## src/verilog/bpuPkg.sv

```systemverilog
package bpuPkg;

    // Widths with a meaning
    typedef logic [31:0] addrT;  // Instruction address
    typedef logic [31:0] instrT; // Raw instruction word
    typedef logic [1:0]  ctrT;   // 2-bit saturating counter

    // RV32I B-type major opcode
    localparam logic [6:0] opcodeBranch = 7'b1100011;

    // Reserved funct3 codes inside the branch opcode
    localparam logic [2:0] funct3Rsvd0 = 3'b010;
    localparam logic [2:0] funct3Rsvd1 = 3'b011;

    // Counter reset values
    localparam ctrT fwdCtrReset = 2'b01; // Weakly not taken
    localparam ctrT bwdCtrReset = 2'b10; // Weakly taken

    // Saturation limits
    localparam ctrT ctrMax = 2'b11;
    localparam ctrT ctrMin = 2'b00;

    // Decode result, 66 bits
    typedef struct packed {
        logic isBranch;    // Valid B-type instruction
        addrT target;      // pc + B immediate
        addrT fallThrough; // pc + 4
        logic backward;    // Immediate sign
    } decodeT;

    // In-flight branch record, 66 bits
    typedef struct packed {
        addrT fallThrough; // Repair PC if not taken
        addrT target;      // Repair PC if taken
        logic backward;    // Selects the counter to train
        logic predTaken;   // What fetch was told
    } branchRecT;

    // Counter training request
    typedef struct packed {
        logic backward; // Which counter
        logic correct;  // Step up when set, else down
    } updateT;

endpackage

```

## src/verilog/bpuTop.sv

```systemverilog
`timescale 1ns/1ns

module bpuTop
    import bpuPkg::*;
#(
    parameter int queueDepth = 4 // In-flight branches, power of two
)(
    input  logic  clk,
    input  logic  rstN,
    input  addrT  pcF,
    input  instrT instr,
    input  logic  instrValid,
    input  logic  resolveValid,
    input  logic  actualTaken,
    output logic  stallFetch,
    output logic  predRedirect,
    output logic  flush,
    output addrT  pcRedirect
);

    decodeT    dec;         // Decode of the fetched word
    logic      predTaken;   // Counter verdict for it
    logic      pushValid;   // Record enters queue
    branchRecT pushRec;
    logic      popValid;    // Head retires
    logic      clear;       // Mispredict squash
    branchRecT headRec;     // Oldest unresolved branch
    logic      empty;
    logic      full;
    logic      updateValid; // Counter training strobe
    updateT    update;

    branchTargetCalc btc0 (
        .pc    (pcF),
        .instr (instr),
        .dec   (dec)
    );

    directionPredictor dp0 (
        .clk         (clk),
        .rstN        (rstN),
        .backward    (dec.backward),
        .predTaken   (predTaken),
        .updateValid (updateValid),
        .update      (update)
    );

    branchHistoryQueue #(
        .queueDepth (queueDepth)
    ) bhq0 (
        .clk       (clk),
        .rstN      (rstN),
        .pushValid (pushValid),
        .pushRec   (pushRec),
        .popValid  (popValid),
        .clear     (clear),
        .headRec   (headRec),
        .empty     (empty),
        .full      (full)
    );

    redirectArbiter arb0 (
        .clk          (clk),
        .rstN         (rstN),
        .instrValid   (instrValid),
        .dec          (dec),
        .predTaken    (predTaken),
        .resolveValid (resolveValid),
        .actualTaken  (actualTaken),
        .headRec      (headRec),
        .empty        (empty),
        .full         (full),
        .pushValid    (pushValid),
        .pushRec      (pushRec),
        .popValid     (popValid),
        .clear        (clear),
        .updateValid  (updateValid),
        .update       (update),
        .flush        (flush),
        .predRedirect (predRedirect),
        .pcRedirect   (pcRedirect),
        .stallFetch   (stallFetch)
    );

endmodule

```

## src/verilog/branchHistoryQueue.sv

```systemverilog
`timescale 1ns/1ns

module branchHistoryQueue
    import bpuPkg::*;
#(
    parameter int queueDepth = 4
)(
    input  logic      clk,
    input  logic      rstN,
    input  logic      pushValid,
    input  branchRecT pushRec,
    input  logic      popValid,
    input  logic      clear,
    output branchRecT headRec,
    output logic      empty,
    output logic      full
);

    localparam int ptrW = (queueDepth > 1) ? $clog2(queueDepth) : 1;
    localparam int cntW = $clog2(queueDepth + 1);

    typedef logic [ptrW-1:0] ptrT; // Slot index
    typedef logic [cntW-1:0] cntT; // Occupancy, 0 to queueDepth

    branchRecT mem [queueDepth]; // Record storage
    ptrT       wrPtr;            // Next free slot
    ptrT       rdPtr;            // Oldest record
    cntT       count;            // Records held
    logic      doPush;           // Write this edge
    logic      doPop;            // Retire head this edge

    // Full only blocks a push when nothing leaves on the same edge
    assign doPush = pushValid && !clear && (!full || popValid);
    assign doPop  = popValid && !clear && !empty;

    assign empty   = (count == cntT'(0));
    assign full    = (count == cntT'(queueDepth));
    assign headRec = mem[rdPtr];

    // Pointers and occupancy
    always_ff @(posedge clk or negedge rstN) begin
        if (!rstN) begin
            wrPtr <= '0;
            rdPtr <= '0;
            count <= '0;
        end else if (clear) begin
            wrPtr <= '0; // Squash everything in flight
            rdPtr <= '0;
            count <= '0;
        end else begin
            if (doPush) begin
                wrPtr <= ptrT'(wrPtr + 1'b1); // Power-of-two wrap
            end
            if (doPop) begin
                rdPtr <= ptrT'(rdPtr + 1'b1);
            end
            case ({doPush, doPop})
                2'b10:   count <= count + cntT'(1);
                2'b01:   count <= count - cntT'(1);
                default: count <= count;      // Both or neither
            endcase
        end
    end

    // Storage write
    always_ff @(posedge clk) begin
        if (doPush) begin
            mem[wrPtr] <= pushRec;
        end
    end

endmodule

```

## src/verilog/branchTargetCalc.sv

```systemverilog
`timescale 1ns/1ns

module branchTargetCalc
    import bpuPkg::*;
(
    input  addrT   pc,
    input  instrT  instr,
    output decodeT dec
);

    logic [6:0] opcode;  // Major opcode field
    logic [2:0] funct3;  // Compare type
    logic       opMatch; // Opcode says branch
    logic       f3Legal; // funct3 is a defined compare
    addrT       immB;    // Sign-extended B immediate

    assign opcode = instr[6:0];
    assign funct3 = instr[14:12];

    assign opMatch = (opcode == opcodeBranch);
    assign f3Legal = (funct3 != funct3Rsvd0) && (funct3 != funct3Rsvd1); // 010 and 011 undefined

    // imm[12|10:5] in 31:25, imm[4:1|11] in 11:7, bit 0 always zero
    assign immB = {
        {19{instr[31]}}, // Sign extension
        instr[31],       // imm[12]
        instr[7],        // imm[11]
        instr[30:25],    // imm[10:5]
        instr[11:8],     // imm[4:1]
        1'b0             // Halfword aligned
    };

    always_comb begin
        dec             = '0;
        dec.isBranch    = opMatch && f3Legal;
        dec.target      = pc + immB;   // Wraps mod 2^32
        dec.fallThrough = pc + 32'd4;  // Next sequential
        dec.backward    = instr[31];   // Negative offset means loop
    end

endmodule

```

## src/verilog/directionPredictor.sv

```systemverilog
`timescale 1ns/1ns

module directionPredictor
    import bpuPkg::*;
(
    input  logic   clk,
    input  logic   rstN,
    input  logic   backward,
    output logic   predTaken,
    input  logic   updateValid,
    input  updateT update
);

    ctrT fwdCtr;  // Forward branch counter
    ctrT bwdCtr;  // Backward branch counter
    ctrT predCtr; // Counter for the branch in decode

    // One saturating step
    function automatic ctrT satStep(input ctrT cur, input logic up);
        ctrT nxt;
        nxt = cur;
        if (up) begin
            if (cur != ctrMax) begin
                nxt = cur + 2'd1;
            end
        end else begin
            if (cur != ctrMin) begin
                nxt = cur - 2'd1;
            end
        end
        return nxt;
    endfunction

    assign predCtr   = backward ? bwdCtr : fwdCtr;
    assign predTaken = predCtr[1]; // 10 and 11 predict taken

    // Forward counter training
    always_ff @(posedge clk or negedge rstN) begin
        if (!rstN) begin
            fwdCtr <= fwdCtrReset;
        end else if (updateValid && !update.backward) begin
            fwdCtr <= satStep(fwdCtr, update.correct);
        end
    end

    // Backward counter training
    always_ff @(posedge clk or negedge rstN) begin
        if (!rstN) begin
            bwdCtr <= bwdCtrReset;
        end else if (updateValid && update.backward) begin
            bwdCtr <= satStep(bwdCtr, update.correct);
        end
    end

endmodule

```

## src/verilog/redirectArbiter.sv

```systemverilog
`timescale 1ns/1ns

module redirectArbiter
    import bpuPkg::*;
(
    input  logic      clk,
    input  logic      rstN,
    input  logic      instrValid,
    input  decodeT    dec,
    input  logic      predTaken,
    input  logic      resolveValid,
    input  logic      actualTaken,
    input  branchRecT headRec,
    input  logic      empty,
    input  logic      full,
    output logic      pushValid,
    output branchRecT pushRec,
    output logic      popValid,
    output logic      clear,
    output logic      updateValid,
    output updateT    update,
    output logic      flush,
    output logic      predRedirect,
    output addrT      pcRedirect,
    output logic      stallFetch
);

    logic mispredict; // Head outcome differs from prediction
    logic acceptBr;   // Branch gets predicted and recorded
    logic takeRedir;  // Accepted and predicted taken

    // Queue and counter control act on the sampling edge
    assign popValid   = resolveValid && !empty;     // Resolve on empty is ignored
    assign mispredict = popValid && (actualTaken != headRec.predTaken);
    assign clear      = mispredict;                 // Younger entries are wrong path

    // Wrong-path, stalled or overflowing branches are dropped
    assign acceptBr  = instrValid && dec.isBranch && !stallFetch && !mispredict
                       && (!full || popValid);
    assign takeRedir = acceptBr && predTaken;

    assign pushValid = acceptBr;
    assign pushRec   = '{fallThrough: dec.fallThrough, target: dec.target,
                         backward: dec.backward, predTaken: predTaken};

    assign updateValid    = popValid;
    assign update.backward = headRec.backward;
    assign update.correct  = !mispredict;

    // Fetch-facing strobes, one cycle after the sampling edge
    always_ff @(posedge clk or negedge rstN) begin
        if (!rstN) begin
            flush        <= 1'b0;
            predRedirect <= 1'b0;
            stallFetch   <= 1'b0;
        end else begin
            flush        <= mispredict;
            predRedirect <= takeRedir; // Never with mispredict
            stallFetch   <= full;
        end
    end

    // Repair PC wins over predicted target
    always_ff @(posedge clk) begin
        if (mispredict) begin
            pcRedirect <= actualTaken ? headRec.target : headRec.fallThrough;
        end else if (takeRedir) begin
            pcRedirect <= dec.target;
        end
    end

endmodule
```

## config.mk

```make
export PLATFORM = sky130hd
export DESIGN_NAME = bpuTop
export DESIGN_NICKNAME = d
export VERILOG_FILES = /design/src/verilog/bpuPkg.sv /design/src/verilog/bpuTop.sv /design/src/verilog/branchHistoryQueue.sv /design/src/verilog/branchTargetCalc.sv /design/src/verilog/directionPredictor.sv /design/src/verilog/redirectArbiter.sv
export SDC_FILE = /design/constraint.sdc
export NUM_CORES = 1
export LEC_CHECK = 0
export ABC_AREA = 1
export ABC_CLOCK_PERIOD_IN_PS = 7150
export BUFFER_PORTS_ARGS = -buffer_cell sky130_fd_sc_hd__clkbuf_2
export CAP_MARGIN = 10
export CORE_UTILIZATION = 40
export DETAILED_ROUTE_END_ITERATION = 6
export SLEW_MARGIN = 15
export SYNTH_ARGS = -nofsm -noshare
export SYNTH_HDL_FRONTEND = slang
export SYNTH_HIERARCHICAL = 1
export SYNTH_SLANG_ARGS = --single-unit
```

## constraint.sdc

```tcl
create_clock -name clk -period 7.15 [get_ports clk]
set_input_delay 0.715 -clock clk [delete_from_list [all_inputs] [get_ports clk]]
set_output_delay 0.715 -clock clk [all_outputs]
set_load 0.01 [all_outputs]
```

==> out/metrics.cfg, run 1 <==
[status]
status = finished, final reports clean

[run]
cap_violations = 0

[synthesis]
syn_inst = 1670
synth_ff_type = edfxtp_1
synth.most_common_cell = nand2_1
synth_edf_count = 296
syn-cell-area_sq_mm = 0.01605
synth-async-reset-ratio = 0.04516
ys_types = 41
synth_area_leaders = edfxtp_1 55%, nand2_1 8.7%, o21ai_0 4.8%
ys_ff_latch = 310
synth.top_cells.by_count = 372 x nand2_1, 296 x edfxtp_1, 201 x nor2_1, 164 x inv_1, 155 x o21ai_0
ys_warn_count = 6
ys_seq_area_frac = 0.5757
yosysTopAreaCell = edfxtp_1
synth_nets = 1776
syn_area_per_cell_sq_um = 9.613
synth_top_area_frac = 0.5537

[placed_design]
routabilityCongestion = 0.9040
preCtsSetupSlack_ns = 2.518
dp_hpwl_microns = 24450
io_buffers = 92
dp_cells = 2169

[timing]
max_slew_margin = 0.2724
layout_setup_ws_ns = 2.589
final.period_utilization = 0.6379
clock_skew_ns = 0.01223
grt_setup_unrepaired = no
setup_tns_ns = 0
finalSetupViolCount = 0
fmax_mhz = 219.3
min_period_ns = 4.561
worst_pin_slew_ns = 1.087
hold_viol_final = 0
drv_slew = 0

[die]
die_area_sq_mm = 0.04094
start_util = 0.4050
rows = 73
die_y_microns = 202.3
num_io_pins = 104
die_width_microns = 202.3
core_area_sq_mm = 0.03964

[power_and_ir_drop]
vdd_drop_max_mv = 0.2040
swShare = 0.3223
seqPwrFrac = 0.442
p_comb_frac = 0.255
total_power_mw = 4.860
p_switching_mw = 1.567
clockPowerShare = 0.303
powerDensity_mw_per_mm2 = 280.0
intPower_mw = 3.294
p_leak_nw = 7.021

[detailed_routing]
drc_errors = 0
vias = 11224
via_per_inst = 5.056
postRouteAntennaNets = 0
wl_microns = 37400
detail_route.wl_per_cell_microns = 16.85
dr.pass1.iters = 5
drtIter0Drc = 1030

[setup_path]
required_ns = 7.37
r2r-start = bhq0/rdPtr[0]$_DFFE_PN0P_
worst-setup-path-type = reg -> reg
startpoint = bhq0/rdPtr[0]$_DFFE_PN0P_
cp_max_fo = 49
critical_path.max_stage_delay_ns = 0.69
r2r_setup_slack_ns = 2.59
r2r-end = bhq0/mem[3][42]$_DFFE_PP_
r2r_cells = 12
cp.arrival_ns = 4.78
worstSetupStartpointType = flip-flop
slowest_stage = dfrtp_4
crit_chain = inv_4 > o21ai_0 > o22ai_1 > nand2_1 > inv_2 > nor2_8 > nand2_4 > inv_1 > nor2_1 > nand2_2 > nor2_4 > buf_4
endpoint_kind = flip-flop
cp-endpoint = bhq0/mem[3][42]$_DFFE_PP_

[global_routing]
grt_usage = 0.1836
grt_overflow = 0
antenna_found_initial = 0
grt_pass1_wl_microns = 58890
grt_pass1_vias = 10737
grt_max_degree = 89

[layout]
fin_cells = 2220
drive_gt1_frac = 0.1086
area_growth_syn_to_layout_pct = 8.114
n_fill_cell = 3828
fin_nets = 1783
diodes = 0

[clocking]
clock_latency_ns = 0.57
cts_resized = 0
path_clk_slew_ns = 0.06
cts_max_level = 1
numCtsBuffers = 31
postCtsSetupBuffers = 0
cts.sinks = 310
clock_path_buffers = 3
ctsHoldBuffers = 0
cts_root_buffer = clkbuf_16
cts_tree = done

[hold_path]
hold_path_class = in -> async

[state kept, by name, summed over array words and instances (netlist names)]
register and cells:
dp0/bwdCtr 2, arb0/pcRedirect 32, arb0/predRedirect 1, bhq0/mem 264, arb0/flush 1, bhq0/wrPtr 2, arb0/stallFetch 1, bhq0/rdPtr 2
bhq0/count 3, dp0/fwdCtr 2
[routing by layer]
metal  GRT usage  part of all wire  wire length [microns]  vias to the layer above
li1            -                 -                      -                     5573
met2      0.3080              0.48                  17800                      269
met4     0.05424             0.018                    678                        0
met5           0                 0                      0                        -
met1      0.2506              0.45                  16970                     5336
met3     0.01983             0.052                   1952                       46
[area by class of cell]
| class | count | area [sq um] | area share |
|---|---|---|---|
| clock buffers | 40 | 809.5 | 0.04664 |
| clock inverters | 11 | 85.08 | 0.004902 |
| inverters | 175 | 659.4 | 0.03799 |
| multi-input cells | 1054 | 5303 | 0.3055 |
| flip-flops and latches | 310 | 9246 | 0.5328 |
| well taps | 525 | 656.9 | 0.03785 |
| repair buffers | 105 | 595.6 | 0.03432 |
[worst min-delay path by stage]
stage | slack, ns | cells after the start | endpoint
after floorplan | 0.42 | 0 | arb0/flush$_DFF_PN0_
after global placement | 0.50 | 2 | dp0/bwdCtr[1]$_DFFE_PN1P_
after detailed placement | 0.51 | 2 | dp0/bwdCtr[1]$_DFFE_PN1P_
after CTS | 0.04 | 1 | arb0/stallFetch$_DFF_PN0_
after global routing | 0.06 | 1 | arb0/stallFetch$_DFF_PN0_
final | 0.05 | 1 | arb0/stallFetch$_DFF_PN0_
[layout by cell type, fill, tap and decap left out, types with 2 or more instances in the layout]
cell and n:
nand2_2 5, nor2_4 8, inv_2 7, clkbuf_16 31, nand3_1 78, o21ai_1 16
a21oi_1 21, fa_1 2, xnor2_1 13, o21ai_0 155, nor3_1 19, o22ai_1 66
nor2_1 197, dfrtp_1 10, nand2_1 372, edfxtp_1 296, xor2_1 33, nor2_2 4
clkinv_1 8, clkinv_4 2, dfstp_2 2, clkbuf_1 9, nand3_2 5, inv_1 164
clkinv_2 2, buf_4 10, nand4_1 9, o21bai_1 3, ha_1 35, buf_12 3
clkbuf_2 92
[critical path: cells and delay by family (launching register included)]
kind / cells / cell delay [ns]
AO/OA/AOI/OAI: 2 / 0.41
AND/OR/NAND/NOR: 6 / 1.77
flip-flops: 1 / 0.69
buffers and inverters: 4 / 1.30
[power groups by stage]
stage,Combinational [mW],Clock (mW),Sequential (mW)
after floorplan,0.964,0,2.18
after global placement,1.22,0,2.19
after detailed placement,1.24,0,2.19
after CTS,1.25,1.50,2.15
after global routing,1.40,1.57,2.16
final,1.24,1.47,2.15
[per-stage QoR]
| step | instance area, sq um | util | hold slack (ns) |
|---|---|---|---|
| after floorplan | 16050 | - | 0.4194 |
| after global placement | 16460 | 0.4153 | 0.4978 |
| after detailed placement | 16460 | 0.4153 | 0.5078 |
| after CTS | 17360 | 0.4378 | 0.03984 |
| after global routing | 17360 | 0.4378 | 0.05647 |
| final | 17360 | 0.4378 | 0.05431 |
[cells by family after synthesis]
group                      after synthesis  share of synthesized area
and+or+nand+nor                        705                     0.1835
DFF                                    310                     0.5757
AOI/OAI and AO/OA                      266                    0.08940
adders and majority gates               37                    0.02977
buffers and inverters                  306                    0.09657
xor gates and xnor gates                46                    0.02510
(Power assumes the default switching activity.)
==> run 2, diff against run 1 <==
--- a/config.mk
+++ b/config.mk
@@ -5,8 +5,8 @@
 export SDC_FILE = /design/constraint.sdc
 export NUM_CORES = 1
 export LEC_CHECK = 0
-export ABC_AREA = 1
-export ABC_CLOCK_PERIOD_IN_PS = 7150
+export ABC_AREA = 0
+export ABC_CLOCK_PERIOD_IN_PS = 4200
 export BUFFER_PORTS_ARGS = -buffer_cell sky130_fd_sc_hd__clkbuf_2
 export CAP_MARGIN = 10
 export CORE_UTILIZATION = 40
==> constraint.sdc (replaced) <==
create_clock -name clk -period 4.2 [get_ports clk]
set_input_delay 0.42 -clock clk [delete_from_list [all_inputs] [get_ports clk]]
set_output_delay 0.42 -clock clk [all_outputs]
set_load 0.01 [all_outputs]
==> run 2 against run 1 <==
Die area down 6.8%. Global-route usage down 1.3 points. Critical path depth up 1.
==> out/metrics.cfg, run 2 <==
[die]
die_area_sq_mm = 0.03814
num_io_pins = 104
start_util = 0.4073
rows = 70
die_y_microns = 195.3
core_area_sq_mm = 0.03670
die_width_microns = 195.3

[layout]
fin_cells = 1496
drive_gt1_frac = 0.2763
layout_commonest_cell = edfxtp_1
utilization = 0.4531
largest_reg_flops = 264
area_growth_syn_to_layout_pct = 11.25
reg_top3 = bhq0/mem (264), arb0/pcRedirect (32), bhq0/count (3)
final_cell_mix = 296 x edfxtp_1, 92 x clkbuf_2, 66 x mux4_2
n_fill_cell = 3205
multi_input_area_sq_mm = 0.004896
fin_nets = 1109
diodes = 0
regMostFlops = bhq0/mem
finalInstanceArea_sq_mm = 0.01663
regArea_sq_mm = 0.009246

[status]
status = finished, final reports clean

[power_and_ir_drop]
total_power_mw = 9.201
p_leak_nw = 5.790
powerDensity_mw_per_mm2 = 553.3
vdd_drop_max_mv = 0.3431

[global_routing]
grt_overflow = 0
grt_max_degree = 67
antenna_found_initial = 0
grt_usage = 0.1708
grt_pass1_vias = 8348
grt_pass1_wl_microns = 49310

[synthesis]
synth_ff_type = edfxtp_1
synth_nets = 1071
ys_seq_area_frac = 0.6183
ys_ff_latch = 310
syn-cell-area_sq_mm = 0.01495
synth.most_common_cell = edfxtp_1
ys_types = 72
ys_warn_count = 6
yosysTopAreaCell = edfxtp_1
synth_area_leaders = edfxtp_1 59%, mux4_2 9.9%, buf_4 3.7%
synth_top_area_frac = 0.5947
synth_edf_count = 296
synth-async-reset-ratio = 0.04516
syn_area_per_cell_sq_um = 15.49
synth.top_cells.by_count = 296 x edfxtp_1, 73 x buf_4, 66 x mux4_2, 45 x nand2_1, 41 x o21ai_0
syn_inst = 965

[setup_path]
r2r_setup_slack_ns = 1.02
crit_family = simple AND/OR/NAND/NOR gates
cp.arrival_ns = 3.57
crit_buf_inv = 1
worstSetupStartpointType = flip-flop
r2r-start = bhq0/rdPtr[0]$_DFFE_PN0P_
required_ns = 4.58
worst-setup-path-type = reg -> reg
slowest_stage = mux4_2
endpoint_kind = flip-flop
critical_path.max_stage_delay_ns = 0.56
crit_chain = mux4_2 > xnor2_4 > nor2_8 > inv_4 > and2_1 > nand2b_1 > a21oi_4 > nor3_1 > fa_1 > nor3b_1 > a21oi_1 > a32oi_1 > a21oi_1
crit_top_cell = a21oi_1
cp_max_fo = 14
startpoint = bhq0/rdPtr[0]$_DFFE_PN0P_

[timing]
grt_setup_unrepaired = no
hold_slack_ns = 0.1584
worst_pin_slew_ns = 1.062
setup_tns_ns = 0
finalSetupViolCount = 0
min_period_ns = 3.183
drv_slew = 0
final.period_utilization = 0.7580
clock_skew_ns = 0.01186
layout_setup_ws_ns = 1.017
hold_viol_final = 0
fmax_mhz = 314.1
max_slew_margin = 0.2922

[hold_path]
min_from = pcF[1]
hold_path_class = in -> reg

[placed_design]
io_buffers = 92
dp_hpwl_microns = 19170
preCtsSetupSlack_ns = 0.8288
placed_area_sq_mm = 0.01543
dp_cells = 1432
routabilityCongestion = 0.7578

[detailed_routing]
dr.pass1.iters = 5
via_per_inst = 5.390
drtIter0Drc = 552
vias = 8064
detail_route.wl_per_cell_microns = 21.29
postRouteAntennaNets = 0
drc_errors = 0
wl_microns = 31850

[clocking]
numCtsBuffers = 36
clock_latency_ns = 0.51
cts_resized = 0
postCtsSetupBuffers = 0
clock_path_buffers = 3
cts_tree = done
cts_max_level = 2
path_clk_slew_ns = 0.06
cts.sinks = 310
ctsHoldBuffers = 1
cts_root_buffer = clkbuf_16

[run]
cap_violations = 0

-- run 2: changes by cell type in the layout (fill, tap and decap cells not counted), sizes merged, moves of 27 or more --
cell	delta
mux2i	+35
nor2	-181
mux4	+66
nand2	-333
o21ai	-85
o22ai	-65
xnor2	+27
nand3	-67
inv	-157
-- run 2: per-layer routing --
| layer | global-route usage | vias up | wire length [microns] |
|---|---|---|---|
| li1 | - | 3756 | - |
| met1 | 0.2363 | 4093 | 14530 |
| met2 | 0.2813 | 172 | 15440 |
| met3 | 0.02694 | 43 | 1316 |
| met4 | 0.04374 | 0 | 565 |
| met5 | 0 | - | 0 |
-- run 2: power breakdown --
part,internal (mW),leakage (nW),switching (mW)
Sequential,3.65,2.84,0.0762
Combinational,0.998,2.37,1.33
Clock,1.93,0.586,1.21
Total,6.58,5.79,2.62
-- run 2: cell families after synthesis --
family | count (synthesis) | share of synthesized area
AO/OA/AOI/OAI | 181 | 0.07994
XOR/XNOR | 58 | 0.03574
adder cells (fa/ha/maj) | 38 | 0.03273
buffers and inverters | 124 | 0.05458
flip-flops | 310 | 0.6183
multiplexers | 105 | 0.1262
AND/OR/NAND/NOR | 149 | 0.05257
-- run 2: worst reg2reg max path: cells and delay by family (launching register included) --
family	cells	cell delay, ns
AOI/OAI and AO/OA	4	0.59
xor gates and xnor gates	1	0.23
adders and majority gates	1	0.45
buffers and inverters	1	0.06
DFF	1	0.41
muxes	1	0.56
and+or+nand+nor	5	0.76
-- run 2: cell type report --
type,instances,share of cell area
Inverter,15,0.003537
Clock buffer,43,0.05764
Timing Repair Buffer,109,0.03928
Tap cell,468,0.03521
Sequential cell,310,0.5561
Clock inverter,20,0.01385
Multi-Input combinational cell,531,0.2944
-- run 2: worst paths after layout --
| path | end | cells after the start |
|---|---|---|
| worst max-delay path | bhq0/count[2]$_DFFE_PN0P_ | 13 |
| worst min-delay path | bhq0/mem[3][35]$_DFFE_PP_ | 1 |
| worst max register to register | bhq0/count[2]$_DFFE_PN0P_ | 13 |
| worst min register to register | dp0/fwdCtr[0]$_DFFE_PN1P_ | 1 |
| max in group asynchronous | dp0/fwdCtr[0]$_DFFE_PN1P_ | 2 |
| min in group asynchronous | bhq0/count[2]$_DFFE_PN0P_ | 2 |
==> run 3, diff against run 2 <==
--- a/config.mk
+++ b/config.mk
@@ -5,8 +5,8 @@
 export SDC_FILE = /design/constraint.sdc
 export NUM_CORES = 1
 export LEC_CHECK = 0
-export ABC_AREA = 0
-export ABC_CLOCK_PERIOD_IN_PS = 4200
+export ABC_AREA = 1
+export ABC_CLOCK_PERIOD_IN_PS = 3160
 export BUFFER_PORTS_ARGS = -buffer_cell sky130_fd_sc_hd__clkbuf_2
 export CAP_MARGIN = 10
 export CORE_UTILIZATION = 40
==> constraint.sdc (replaced) <==
create_clock -name clk -period 3.16 [get_ports clk]
set_input_delay 0.316 -clock clk [delete_from_list [all_inputs] [get_ports clk]]
set_output_delay 0.316 -clock clk [all_outputs]
set_load 0.01 [all_outputs]
==> run 3 against run 2 <==
Sequential share of layout area decreased by 3.1 points. Via count increased by 40%. Setup slack got worse by 0.62 ns. Fmax increased by 15%. Utilization decreased by 0.89 points. Register-to-register slack got worse by 0.62 ns. Sequential cell count unchanged. Cell area increased by 5.9%. Die area increased by 7.3%. Non-clock buffer count increased by 9.
==> out/metrics.cfg, run 3 (synthesized netlist as in run 1, its figures left out) <==
[timing]
grt_setup_unrepaired = no
hold_viol_final = 0
min_period_ns = 2.760
drv_slew = 0
finalSetupViolCount = 0
max_slew_margin = 0.4701
final.period_utilization = 0.8734
fmax_mhz = 362.3
clock_skew_ns = 0.01146
worst_pin_slew_ns = 0.7949

[die]
die_y_microns = 202.3
die_area_sq_mm = 0.04094
start_util = 0.4050
die_width_microns = 202.3
core_area_sq_mm = 0.03964
rows = 73
num_io_pins = 104

[clocking]
cts_resized = 0
clock_latency_ns = 0.56
cts_tree = done
path_clk_slew_ns = 0.06
numCtsBuffers = 31
cts_root_buffer = clkbuf_16
clock_path_buffers = 3
cts_max_level = 1
postCtsSetupBuffers = 0
ctsHoldBuffers = 1
cts.sinks = 310

[setup_path]
endpoint_kind = flip-flop
r2r_setup_slack_ns = 0.40
cp_max_fo = 21
cp.arrival_ns = 3.01
r2r-end = bhq0/mem[3][39]$_DFFE_PP_
crit_top_cell = inv_1
worst-setup-path-type = reg -> reg
r2r-start = bhq0/count[0]$_DFFE_PN0P_
crit_chain = nor2_4 > nand2_2 > inv_1 > inv_1 > nand2_1 > clkinv_1 > nand2_4 > nand2_1 > inv_1 > inv_1 > nor2_4 > nand2_4 > nor2_4 > buf_12
slowest_stage = dfrtp_1
required_ns = 3.41
worstSetupStartpointType = flip-flop
critical_path.max_stage_delay_ns = 0.46
r2r_cells = 14

[global_routing]
grt_pass1_vias = 10718
grt_max_degree = 132
grt_overflow = 0
grt_usage = 0.1894
grt_pass1_wl_microns = 60490
antenna_found_initial = 1

[power_and_ir_drop]
p_comb_frac = 0.262
intPower_mw = 7.676
p_switching_mw = 3.620
p_leak_nw = 7.120
swShare = 0.3205
clockPowerShare = 0.310
powerDensity_mw_per_mm2 = 641.5
vdd_drop_max_mv = 0.4242
seqPwrFrac = 0.428

[detailed_routing]
via_per_inst = 5.038
drc_errors = 0
dr.pass1.iters = 5
postRouteAntennaNets = 0
vias = 11276
drtIter0Drc = 853
wl_microns = 38700
detail_route.wl_per_cell_microns = 17.29

[layout]
final_cell_mix = 372 x nand2_1, 296 x edfxtp_1, 195 x nor2_1
largest_reg_flops = 264
fin_nets = 1796
finalInstanceArea_sq_mm = 0.01761
layout_commonest_cell = nand2_1
regMostFlops = bhq0/mem
drive_gt1_frac = 0.1174
reg_top3 = bhq0/mem (264), arb0/pcRedirect (32), bhq0/count (3)
fin_cells = 2238
area_growth_syn_to_layout_pct = 9.696

[placed_design]
dp_cells = 2181
placed_area_sq_mm = 0.01664
dp_hpwl_microns = 25430
routabilityCongestion = 0.9243
io_buffers = 92

[hold_path]
hold_end = bhq0/mem[1][35]$_DFFE_PP_
whs_path_depth = 1
min_from = pcF[1]
hold_path_class = in -> reg

[run]
cap_violations = 0

[status]
status = finished, final reports clean

run 3: cell types whose count changed in the layout (fill, tap and decap cells not counted), sizes merged, moves of 15 or more:
cell   change
nand2    +333
nor2     +181
inv      +155
o21ai     +85
nand3     +67
mux4      -66
o22ai     +65
mux2i     -35
xnor2     -27
a21oi     -17
a21o      -15
nor3      +15
xor2      +15
run 3: how the worst max path moves through the flow:
stage                              start                        end  slack, ns  cells after the start
3_3_place_gp   bhq0/count[0]$_DFFE_PN0P_  bhq0/mem[3][38]$_DFFE_PP_       0.39                     14
4_1_cts        bhq0/count[0]$_DFFE_PN0P_  bhq0/mem[3][39]$_DFFE_PP_       0.35                     14
2_1_floorplan  bhq0/rdPtr[0]$_DFFE_PN0P_   bhq0/mem[0][0]$_DFFE_PP_      -0.19                     15
6_report       bhq0/count[0]$_DFFE_PN0P_  bhq0/mem[3][39]$_DFFE_PP_       0.40                     14
5_1_grt        bhq0/count[0]$_DFFE_PN0P_  bhq0/mem[3][39]$_DFFE_PP_       0.15                     14
3_5_place_dp   bhq0/count[0]$_DFFE_PN0P_  bhq0/mem[3][38]$_DFFE_PP_       0.39                     14
run 3: final cells by class:
cell class / count / area (sq um)
Clock inverter: 15 / 146.4
Timing Repair Buffer: 118 / 758.2
Tap cell: 525 / 656.9
Antenna cell: 1 / 2.502
Inverter: 175 / 665.6
Fill cell: 3847 / 22030
Sequential cell: 310 / 9246
Clock buffer: 40 / 809.5
Multi-Input combinational cell: 1054 / 5324
run 3: power groups by stage:
stage                     combinational [mW]  clock [mW]  sequential [mW]
after floorplan                         2.21           0             4.93
after global placement                  2.89           0             4.91
after detailed placement                2.93           0             4.92
after CTS                               2.95        3.56             4.83
after global routing                    3.31        3.70             4.84
final                                   2.96        3.50             4.83
run 3: routing by layer:
metal,vias up,global-route usage,wire [microns]
met4,0,0.05263,822
met5,-,0,0
met1,5388,0.2700,18510
li1,5592,-,-
met2,250,0.3065,17740
met3,46,0.01935,1624
run 3: metrics by stage:
step / utilization / setup WS (ns) / hold WS (ns) / total power [mW] / setup TNS [ns]
2_1_floorplan: - / -0.1910 / 0.02041 / 7.133 / -46.05
4_1_cts: 0.4442 / 0.3462 / 0.01647 / 11.34 / 0
3_5_place_dp: 0.4198 / 0.3905 / 0.2697 / 7.852 / 0
5_1_grt: 0.4442 / 0.1489 / 0.03144 / 11.85 / 0
6_report: 0.4442 / 0.4000 / 0.04013 / 11.30 / 0
3_3_place_gp: 0.4198 / 0.3875 / 0.2565 / 7.804 / 0
run 3: worst max-delay path, delay by kind of cell, from the launching register on:
| family | cells | cell delay [ns] |
|---|---|---|
| AND/OR/NAND/NOR | 8 | 1.29 |
| buffers and inverters | 6 | 0.69 |
| flip-flops | 1 | 0.46 |
